File: config.mk
export PLATFORM = sky130hd
export DESIGN_NAME = decr_timer_top
export DESIGN_NICKNAME = d
export VERILOG_FILES = /design/src/decr_timer_pkg.sv /design/src/cmd_decode.sv /design/src/counter_decr.sv /design/src/decr_timer_top.sv /design/src/result_flags.sv /design/src/timer_execute.sv
export SDC_FILE = /design/constraint.sdc
export NUM_CORES = 1
export LEC_CHECK = 0
export ABC_AREA = 1
export CAP_MARGIN = 25
export CORE_MARGIN = 8
export CORE_UTILIZATION = 40
export DETAILED_ROUTE_END_ITERATION = 7
export DONT_BUFFER_PORTS = 1
export SETUP_SLACK_MARGIN = 0.3
export SYNTH_ARGS = -nofsm -noshare
export SYNTH_HDL_FRONTEND = slang
export SYNTH_SLANG_ARGS = --single-unit
File: constraint.sdc
create_clock -name clk -period 2.6 [get_ports clk]
set_input_delay 0.26 -clock clk [delete_from_list [all_inputs] [get_ports clk]]
set_output_delay 0.26 -clock clk [all_outputs]
set_load 0.005 [all_outputs]
File: src/decr_timer_pkg.sv
// Shared definitions for the two-channel countdown timer
// Holds the command opcodes, the datapath widths and the per-channel limits
// Imported by every RTL module and by the testbench
package decr_timer_pkg;

  // ----------------------------------------------------------
  // Widths
  // ----------------------------------------------------------

  // Width of the argument carried by each command
  localparam int ARG_WIDTH = 8;

  // Counter value width, wide enough to hold the largest channel maximum
  localparam int VALUE_WIDTH = 8;

  // Width of the decrement fed to a counter
  localparam int DECR_WIDTH = 4;

  // ----------------------------------------------------------
  // Limits
  // ----------------------------------------------------------

  // Largest decrement a command may request
  localparam int MAX_DECR = 15;

  // Channel 0 counts modulo 100, so it wraps from 0 back up to 99
  localparam int CH0_MAX = 99;

  // Channel 1 stops at zero instead of wrapping
  localparam int CH1_MAX = 200;

  // Number of timer channels in the unit
  localparam int NUM_CHAN = 2;

  // ----------------------------------------------------------
  // Command opcodes
  // ----------------------------------------------------------

  // OP_SET_INIT writes the initial value of the selected channel
  // OP_REINIT reloads the counter from that initial value
  // OP_DECR subtracts the argument from the current count
  // OP_REINIT_DECR reloads and subtracts from the initial value in one step
  typedef enum logic [1:0] {
    OP_SET_INIT    = 2'd0,
    OP_REINIT      = 2'd1,
    OP_DECR        = 2'd2,
    OP_REINIT_DECR = 2'd3
  } timer_op_e;

endpackage

File: src/cmd_decode.sv
// Command decode stage of the timer unit
// Checks each strobed command and turns it into per-channel controls
// Purely combinational: the controls act at the edge that samples the command
`timescale 1ns/1ns

module cmd_decode import decr_timer_pkg::*; (
  input  logic                   cmd_valid,
  input  timer_op_e              cmd_op,
  input  logic                   cmd_chan,
  input  logic [  ARG_WIDTH-1:0] cmd_arg,
  output logic                   set_init0,
  output logic                   set_init1,
  output logic                   reinit0,
  output logic                   reinit1,
  output logic                   decr_valid0,
  output logic                   decr_valid1,
  output logic [ DECR_WIDTH-1:0] decr,
  output logic [VALUE_WIDTH-1:0] init_data,
  output logic                   cmd_reject
);

  logic [ARG_WIDTH-1:0] chan_max;
  logic                 decr_too_big;
  logic                 init_too_big;
  logic                 set_init;
  logic                 reinit;
  logic                 decr_valid;

  // Limit of whichever channel the command addresses
  assign chan_max = cmd_chan ? ARG_WIDTH'(CH1_MAX) : ARG_WIDTH'(CH0_MAX);

  // Range checks, applied below only to the opcodes they concern
  assign decr_too_big = cmd_arg > ARG_WIDTH'(MAX_DECR);
  assign init_too_big = cmd_arg > chan_max;

  // ----------------------------------------------------------
  // Opcode decode
  // ----------------------------------------------------------

  // A failing check raises only the reject, so nothing else moves
  always_comb begin
    set_init   = 1'b0;
    reinit     = 1'b0;
    decr_valid = 1'b0;
    cmd_reject = 1'b0;
    if (cmd_valid) begin
      case (cmd_op)
        OP_SET_INIT: begin
          cmd_reject = init_too_big;
          set_init   = !init_too_big;
        end
        OP_REINIT: begin
          reinit = 1'b1;
        end
        OP_DECR: begin
          cmd_reject = decr_too_big;
          decr_valid = !decr_too_big;
        end
        OP_REINIT_DECR: begin
          cmd_reject = decr_too_big;
          reinit     = !decr_too_big;
          decr_valid = !decr_too_big;
        end
        default: begin
          cmd_reject = 1'b1;
        end
      endcase
    end
  end

  // Steer the controls to the addressed channel
  assign set_init0   = set_init && !cmd_chan;
  assign set_init1   = set_init && cmd_chan;
  assign reinit0     = reinit && !cmd_chan;
  assign reinit1     = reinit && cmd_chan;
  assign decr_valid0 = decr_valid && !cmd_chan;
  assign decr_valid1 = decr_valid && cmd_chan;

  // Both channels share the data fields, the strobes pick the target
  assign decr      = cmd_arg[DECR_WIDTH-1:0];
  assign init_data = VALUE_WIDTH'(cmd_arg);

endmodule

File: src/counter_decr.sv
// Decrementing counter with reinit, as used for credit and retry timers
// On underflow it either wraps into 0..max_value or clamps at zero,
// chosen by the saturate parameter
// value_next shows the count for the next cycle, underflow flags a wrap or clamp
`timescale 1ns/1ns

module counter_decr import decr_timer_pkg::*; #(
  parameter int max_value     = CH0_MAX,
  parameter int max_decrement = MAX_DECR,
  parameter bit saturate      = 1'b0
) (
  input  logic                   clk,
  input  logic                   arst_n,
  input  logic                   reinit,
  input  logic [VALUE_WIDTH-1:0] initial_value,
  input  logic                   decr_valid,
  input  logic [ DECR_WIDTH-1:0] decr,
  output logic [VALUE_WIDTH-1:0] value,
  output logic [VALUE_WIDTH-1:0] value_next,
  output logic                   underflow
);

  logic [VALUE_WIDTH-1:0] base_value;
  logic [ DECR_WIDTH-1:0] decr_limited;
  logic [VALUE_WIDTH-1:0] decr_ext;
  logic [VALUE_WIDTH-1:0] value_temp;

  // ----------------------------------------------------------
  // Next-value arithmetic
  // ----------------------------------------------------------

  // A reinit replaces the current count, so a decrement in the same
  // cycle is taken off the initial value instead
  assign base_value = reinit ? initial_value : value;

  // Requests above the channel's decrement limit are held to the limit
  assign decr_limited = (decr > DECR_WIDTH'(max_decrement)) ?
                        DECR_WIDTH'(max_decrement) : decr;

  // Without a valid decrement the subtraction is by zero
  assign decr_ext = decr_valid ? VALUE_WIDTH'(decr_limited) : '0;

  // Raw difference; on underflow it has wrapped modulo 2**VALUE_WIDTH
  assign value_temp = base_value - decr_ext;

  // Underflow means the decrement went past zero, landing on zero is not one
  assign underflow = decr_valid && (decr_ext > base_value);

  // ----------------------------------------------------------
  // Underflow handling
  // ----------------------------------------------------------

  if (saturate) begin : gen_saturate
    // Clamp at zero once the count runs out
    assign value_next = underflow ? '0 : value_temp;
  end else begin : gen_wrap
    logic [VALUE_WIDTH-1:0] wrap_margin;
    logic [VALUE_WIDTH-1:0] value_wrapped;

    // Codes above max_value are unused; after an underflow the raw result
    // sits that many codes too high, so pulling it down by the margin
    // gives the result modulo max_value + 1
    // For a power-of-two range the margin is zero and this folds away
    assign wrap_margin   = VALUE_WIDTH'((2 ** VALUE_WIDTH) - 1 - max_value);
    assign value_wrapped = value_temp - wrap_margin;
    assign value_next    = underflow ? value_wrapped : value_temp;
  end

  // ----------------------------------------------------------
  // Count register
  // ----------------------------------------------------------

  // Only a decrement or a reinit moves the count; reset starts it at the top
  always_ff @(posedge clk or negedge arst_n) begin
    if (!arst_n) begin
      value <= VALUE_WIDTH'(max_value);
    end else if (decr_valid || reinit) begin
      value <= value_next;
    end
  end

endmodule

File: src/decr_timer_top.sv
// Top level of the two-channel countdown timer
// Commands arrive as one-cycle strobes with no back-pressure;
// decode feeds execute, and result turns the outcome into pulses
`timescale 1ns/1ns

module decr_timer_top import decr_timer_pkg::*; (
  input  logic                   clk,
  input  logic                   arst_n,
  input  logic                   cmd_valid,
  input  timer_op_e              cmd_op,
  input  logic                   cmd_chan,
  input  logic [  ARG_WIDTH-1:0] cmd_arg,
  output logic [VALUE_WIDTH-1:0] value0,
  output logic [VALUE_WIDTH-1:0] value1,
  output logic                   wrap0,
  output logic                   expire1,
  output logic                   cmd_error
);

  // Decode to execute
  logic                   set_init0;
  logic                   set_init1;
  logic                   reinit0;
  logic                   reinit1;
  logic                   decr_valid0;
  logic                   decr_valid1;
  logic [ DECR_WIDTH-1:0] decr;
  logic [VALUE_WIDTH-1:0] init_data;

  // Into the result stage
  logic                   cmd_reject;
  logic [VALUE_WIDTH-1:0] value1_next;
  logic                   underflow0;

  cmd_decode u_decode (
    .cmd_valid  (cmd_valid),
    .cmd_op     (cmd_op),
    .cmd_chan   (cmd_chan),
    .cmd_arg    (cmd_arg),
    .set_init0  (set_init0),
    .set_init1  (set_init1),
    .reinit0    (reinit0),
    .reinit1    (reinit1),
    .decr_valid0(decr_valid0),
    .decr_valid1(decr_valid1),
    .decr       (decr),
    .init_data  (init_data),
    .cmd_reject (cmd_reject)
  );

  timer_execute u_execute (
    .clk        (clk),
    .arst_n     (arst_n),
    .set_init0  (set_init0),
    .set_init1  (set_init1),
    .reinit0    (reinit0),
    .reinit1    (reinit1),
    .decr_valid0(decr_valid0),
    .decr_valid1(decr_valid1),
    .decr       (decr),
    .init_data  (init_data),
    .value0     (value0),
    .value1     (value1),
    .value1_next(value1_next),
    .underflow0 (underflow0)
  );

  result_flags u_result (
    .clk        (clk),
    .arst_n     (arst_n),
    .underflow0 (underflow0),
    .value1     (value1),
    .value1_next(value1_next),
    .cmd_reject (cmd_reject),
    .wrap0      (wrap0),
    .expire1    (expire1),
    .cmd_error  (cmd_error)
  );

endmodule

File: src/result_flags.sv
// Result stage of the timer unit
// Turns counter and decode events into one-cycle registered pulses
// Each pulse is set by the same edge that applies the command behind it
`timescale 1ns/1ns

module result_flags import decr_timer_pkg::*; (
  input  logic                   clk,
  input  logic                   arst_n,
  input  logic                   underflow0,
  input  logic [VALUE_WIDTH-1:0] value1,
  input  logic [VALUE_WIDTH-1:0] value1_next,
  input  logic                   cmd_reject,
  output logic                   wrap0,
  output logic                   expire1,
  output logic                   cmd_error
);

  logic reaches_zero1;

  // ----------------------------------------------------------
  // Event detection
  // ----------------------------------------------------------

  // Channel 1 expires only on the step from nonzero to zero,
  // a further decrement while parked at zero is not a new expiry
  assign reaches_zero1 = (value1_next == '0) && (value1 != '0);

  // ----------------------------------------------------------
  // Pulse registers
  // ----------------------------------------------------------

  // The sources are single-cycle events themselves, so a plain
  // register gives a pulse exactly one cycle wide
  always_ff @(posedge clk or negedge arst_n) begin
    if (!arst_n) begin
      wrap0     <= 1'b0;
      expire1   <= 1'b0;
      cmd_error <= 1'b0;
    end else begin
      // Channel 0 wrapped past zero this cycle
      wrap0     <= underflow0;
      expire1   <= reaches_zero1;
      // Decode threw the command away
      cmd_error <= cmd_reject;
    end
  end

endmodule

File: src/timer_execute.sv
// Execute stage of the timer unit
// Keeps each channel's initial value and runs the two counters from it
// Channel 0 wraps modulo CH0_MAX + 1, channel 1 saturates at zero
`timescale 1ns/1ns

module timer_execute import decr_timer_pkg::*; (
  input  logic                   clk,
  input  logic                   arst_n,
  input  logic                   set_init0,
  input  logic                   set_init1,
  input  logic                   reinit0,
  input  logic                   reinit1,
  input  logic                   decr_valid0,
  input  logic                   decr_valid1,
  input  logic [ DECR_WIDTH-1:0] decr,
  input  logic [VALUE_WIDTH-1:0] init_data,
  output logic [VALUE_WIDTH-1:0] value0,
  output logic [VALUE_WIDTH-1:0] value1,
  output logic [VALUE_WIDTH-1:0] value1_next,
  output logic                   underflow0
);

  // One initial value per channel
  logic [VALUE_WIDTH-1:0] init_value [NUM_CHAN];

  // ----------------------------------------------------------
  // Initial-value registers
  // ----------------------------------------------------------

  // Reset matches the counters' own reset, so a reinit straight
  // after reset reloads the channel maximum
  always_ff @(posedge clk or negedge arst_n) begin
    if (!arst_n) begin
      init_value[0] <= VALUE_WIDTH'(CH0_MAX);
      init_value[1] <= VALUE_WIDTH'(CH1_MAX);
    end else begin
      if (set_init0) init_value[0] <= init_data;
      if (set_init1) init_value[1] <= init_data;
    end
  end

  // ----------------------------------------------------------
  // Counters
  // ----------------------------------------------------------

  // Channel 0: 0..99, wraps on underflow; its value_next has no user here
  counter_decr #(
    .max_value    (CH0_MAX),
    .max_decrement(MAX_DECR),
    .saturate     (1'b0)
  ) chan0_counter (
    .clk          (clk),
    .arst_n       (arst_n),
    .reinit       (reinit0),
    .initial_value(init_value[0]),
    .decr_valid   (decr_valid0),
    .decr         (decr),
    .value        (value0),
    .value_next   (),
    .underflow    (underflow0)
  );

  // Channel 1: 0..200, holds at zero; expiry is found from value_next
  counter_decr #(
    .max_value    (CH1_MAX),
    .max_decrement(MAX_DECR),
    .saturate     (1'b1)
  ) chan1_counter (
    .clk          (clk),
    .arst_n       (arst_n),
    .reinit       (reinit1),
    .initial_value(init_value[1]),
    .decr_valid   (decr_valid1),
    .decr         (decr),
    .value        (value1),
    .value_next   (value1_next),
    .underflow    ()
  );

endmodule
==> qor.yml <==
timing:
  setup_viol: 0
  worst_pin_slew_ps: 510
  period_share_pct: 82.5
  skew_ps: 13.0
  period_needed_ps: 2150
  rsz0062_at_grt: "no"
  fin_hold_ws_ps: 98.3
  slew_viol_final: 0
  slew_headroom_pct: 65.9
  finalHoldViolCount: 0
  fmax_ghz: 0.466
  fin_tns_setup_ps: 0
cts:
  cts_sinks: 35
  cts_tree: "yes"
  cts_buffer_depth: 2
  root_buffer: "clkbuf_8"
  htree_levels: 2
  clk_pin_slew_ps: 80
  cts_made_buffers: 5
  worst_skew_pair.late_latency_ps: 290
place:
  io_buffers: 0
  dpl_cell_area_um2: 2700
  routabilityCongestion: 0.843
  dp.final_hpwl_um: 4650
yosys:
  synth_top_family_by_area: "simple AND/OR/NAND/NOR gates"
  yosysSeqAreaShare_pct: 35.2
  synthMuxAreaShare_pct: 1.28
  yosysWarningCount: 0
  synth_area_um2: 2540
  synthCells: 350
  yosys_most_used_dff: "dfrtp_1"
  synth.avg_cell_area_um2: 7.26
  synth_compound_area_share_pct: 10.7
  synth_top_area_share_pct: 20.7
  syn-num-nets: 380
  synth_edf_count: 0
  synth.top_cells.by_count: "104 x nand2_1, 56 x inv_1, 34 x o21ai_0"
  synth_simple_gate_area_share_pct: 32.8
  synth_area_leaders: "dfrtp_1 21%, nand2_1 15%, dfstp_2 14%"
  synth_fa_ha_area_share_pct: 8.47
  ys_seq_elements: 35
  synth.distinct_cells: 35
  synth-xor-area-share_pct: 1.03
  yosysMostFrequentCell: "nand2_1"
  synth-async-reset-ratio_pct: 100
  yosysTopAreaCell: "dfrtp_1"
worst_setup_path:
  crit_fanout: 8
  r2r_start: "u_execute.init_value[9]$_DFFE_PN1P_"
  end_kind: "flop"
  startpoint: "cmd_arg[6]"
  required_ps: 2750
  criticalPathCategory: "in -> reg"
  start_kind: "input port"
  cp.arrival_ps: 2290
status:
  status: "completed"
global_route:
  grt_max_degree: 36
  overflow: 0
  grt.total_usage_pct: 14.0
  antenna_found_initial: 0
  grt_pass1_wl_um: 10100
  grt_pass1_vias: 2114
routing:
  vias_per_cell: 4.95
  wl_um: 6100
  routedWlPerCell_um: 13.8
  num_vias: 2184
  drtIter0Drc: 63
  first_pass_iters: 4
  drc: 0
  drtAntennaViolNets: 0
cells_and_area:
  fin_area_um2: 2950
  drive_gt1_share_pct: 23.4
  fillerInstances: 617
  antenna_cells: 0
  area.sequential_um2: 893
  nNetsFinal: 393
  finalCoreUtilization_pct: 47.3
  area_growth_pct: 16.3
  multi_input_area_um2: 1520
die:
  initial_utilization_pct: 40.7
  rows: 29
  die_x_um: 95.7
  core_area_um2: 6240
  die_h_um: 95.7
  die-area_um2: 9160
  boundaryPins: 33
min_path:
  holdCritPathClass: "in -> reg"
  hold_start: "cmd_arg[3]"
pwr:
  ir_worst_vdd_uv: 505
  p_total_mw: 2.52
  powerDensity_nw_per_um2: 852
  p_leak_nw: 1.44
job:
  drv_cap: 0
==> what timing repair did <==
item,4_1_cts,5_1_grt
buffers inserted,0,5
setup endpoints to repair,1,7
resized for setup,2,20
hold endpoints to repair,35,0
pin swaps,0,11
hold buffers,2,0
==> worst paths after layout <==
check                                                                     to  slack (ps)  cells past startpoint
worst max-delay path            u_execute.chan0_counter.value[4]$_DFFE_PN0P_         450                     14
worst min-delay path                     u_execute.init_value[3]$_DFFE_PN1P_         100                      2
worst max register to register  u_execute.chan0_counter.value[4]$_DFFE_PN0P_         470                     12
worst min register to register           u_execute.init_value[2]$_DFFE_PN0P_         490                      2
max in group asynchronous               u_execute.init_value[13]$_DFFE_PN1P_        1900                      2
min in group asynchronous                         u_result.expire1$_DFF_PN0_         420                      2
==> cells by family (layout without fill, tap and decap cells) <==
logic type,after synthesis,in the layout
and+or+nand+nor,176,176
buffers and inverters,66,80
AOI/OAI and AO/OA,51,51
DFF,35,35
adders and majority gates,16,16
xor gates and xnor gates,3,3
muxes,3,3
==> placed cells by master, fill, tap and decap left out, types with 5 or more instances in the layout <==
cell type  Yosys  routed
a21oi_2        2       6
o21ai_0       34      29
dfrtp_1       21      21
nand4_1       13      13
clkbuf_8       0       5
nand2_1      104     100
nand2_4        3       5
buf_4          1      11
dfstp_2       14      14
inv_1         56      52
inv_2          3       6
nand3_1       23      23
nor2_1        17      12
o21ai_1        4       6
ha_1          14       9
==> final cells by class <==
class / instances / area share (%)
clock buffer: 7 / 2.58
clock inverter: 1 / 1.02
inverter: 59 / 7.67
multi-input combinational: 249 / 51.4
sequential: 35 / 30.2
tap: 77 / 3.26
timing repair buffer: 13 / 3.81
==> flip-flops by register name (all words and copies together) (netlist names) <==
name                           count
u_result.wrap0                     1
u_execute.chan0_counter.value      8
u_execute.chan1_counter.value      8
u_result.cmd_error                 1
u_execute.init_value              16
u_result.expire1                   1
==> through the flow <==
| stage | worst slack, ps | instances |
|---|---|---|
| final | 454 | 441 |
| after global routing | 300 | 441 |
| after CTS | 328 | 436 |
| after detailed placement | -5.41 | 426 |
| after global placement | 28.7 | 426 |
| after floorplan | 275 | 350 |
==> power breakdown <==
group          internal [mW]  total [mW]  leakage [nW]  switching [mW]
registers              0.748       0.912         0.418           0.163
logic                  0.443        1.11         0.965           0.671
clock network          0.287       0.489        0.0524           0.202
total                   1.48        2.52          1.44            1.04
==> critical path: stages <==
cell and delay [ps]:
nor2_4 100, nand4_1 170, nor2_2 210, inv_2 80, nor2_2 90, ha_2 200, fa_2 240, inv_2 50
a31oi_4 210, nand2_2 110, nor3_4 190, nand2_4 120, o21ai_2 140, o21ai_0 110
==> layer usage <==
metal / vias to the layer above / GRT usage, % / wire length, um
li1: 1147 / - / -
met1: 1009 / 16.2 / 2630
met2: 24 / 25.0 / 3140
met3: 4 / 3.31 / 269
met4: 0 / 4.10 / 61
met5: - / 0 / 0
(Power assumes the default switching activity.)
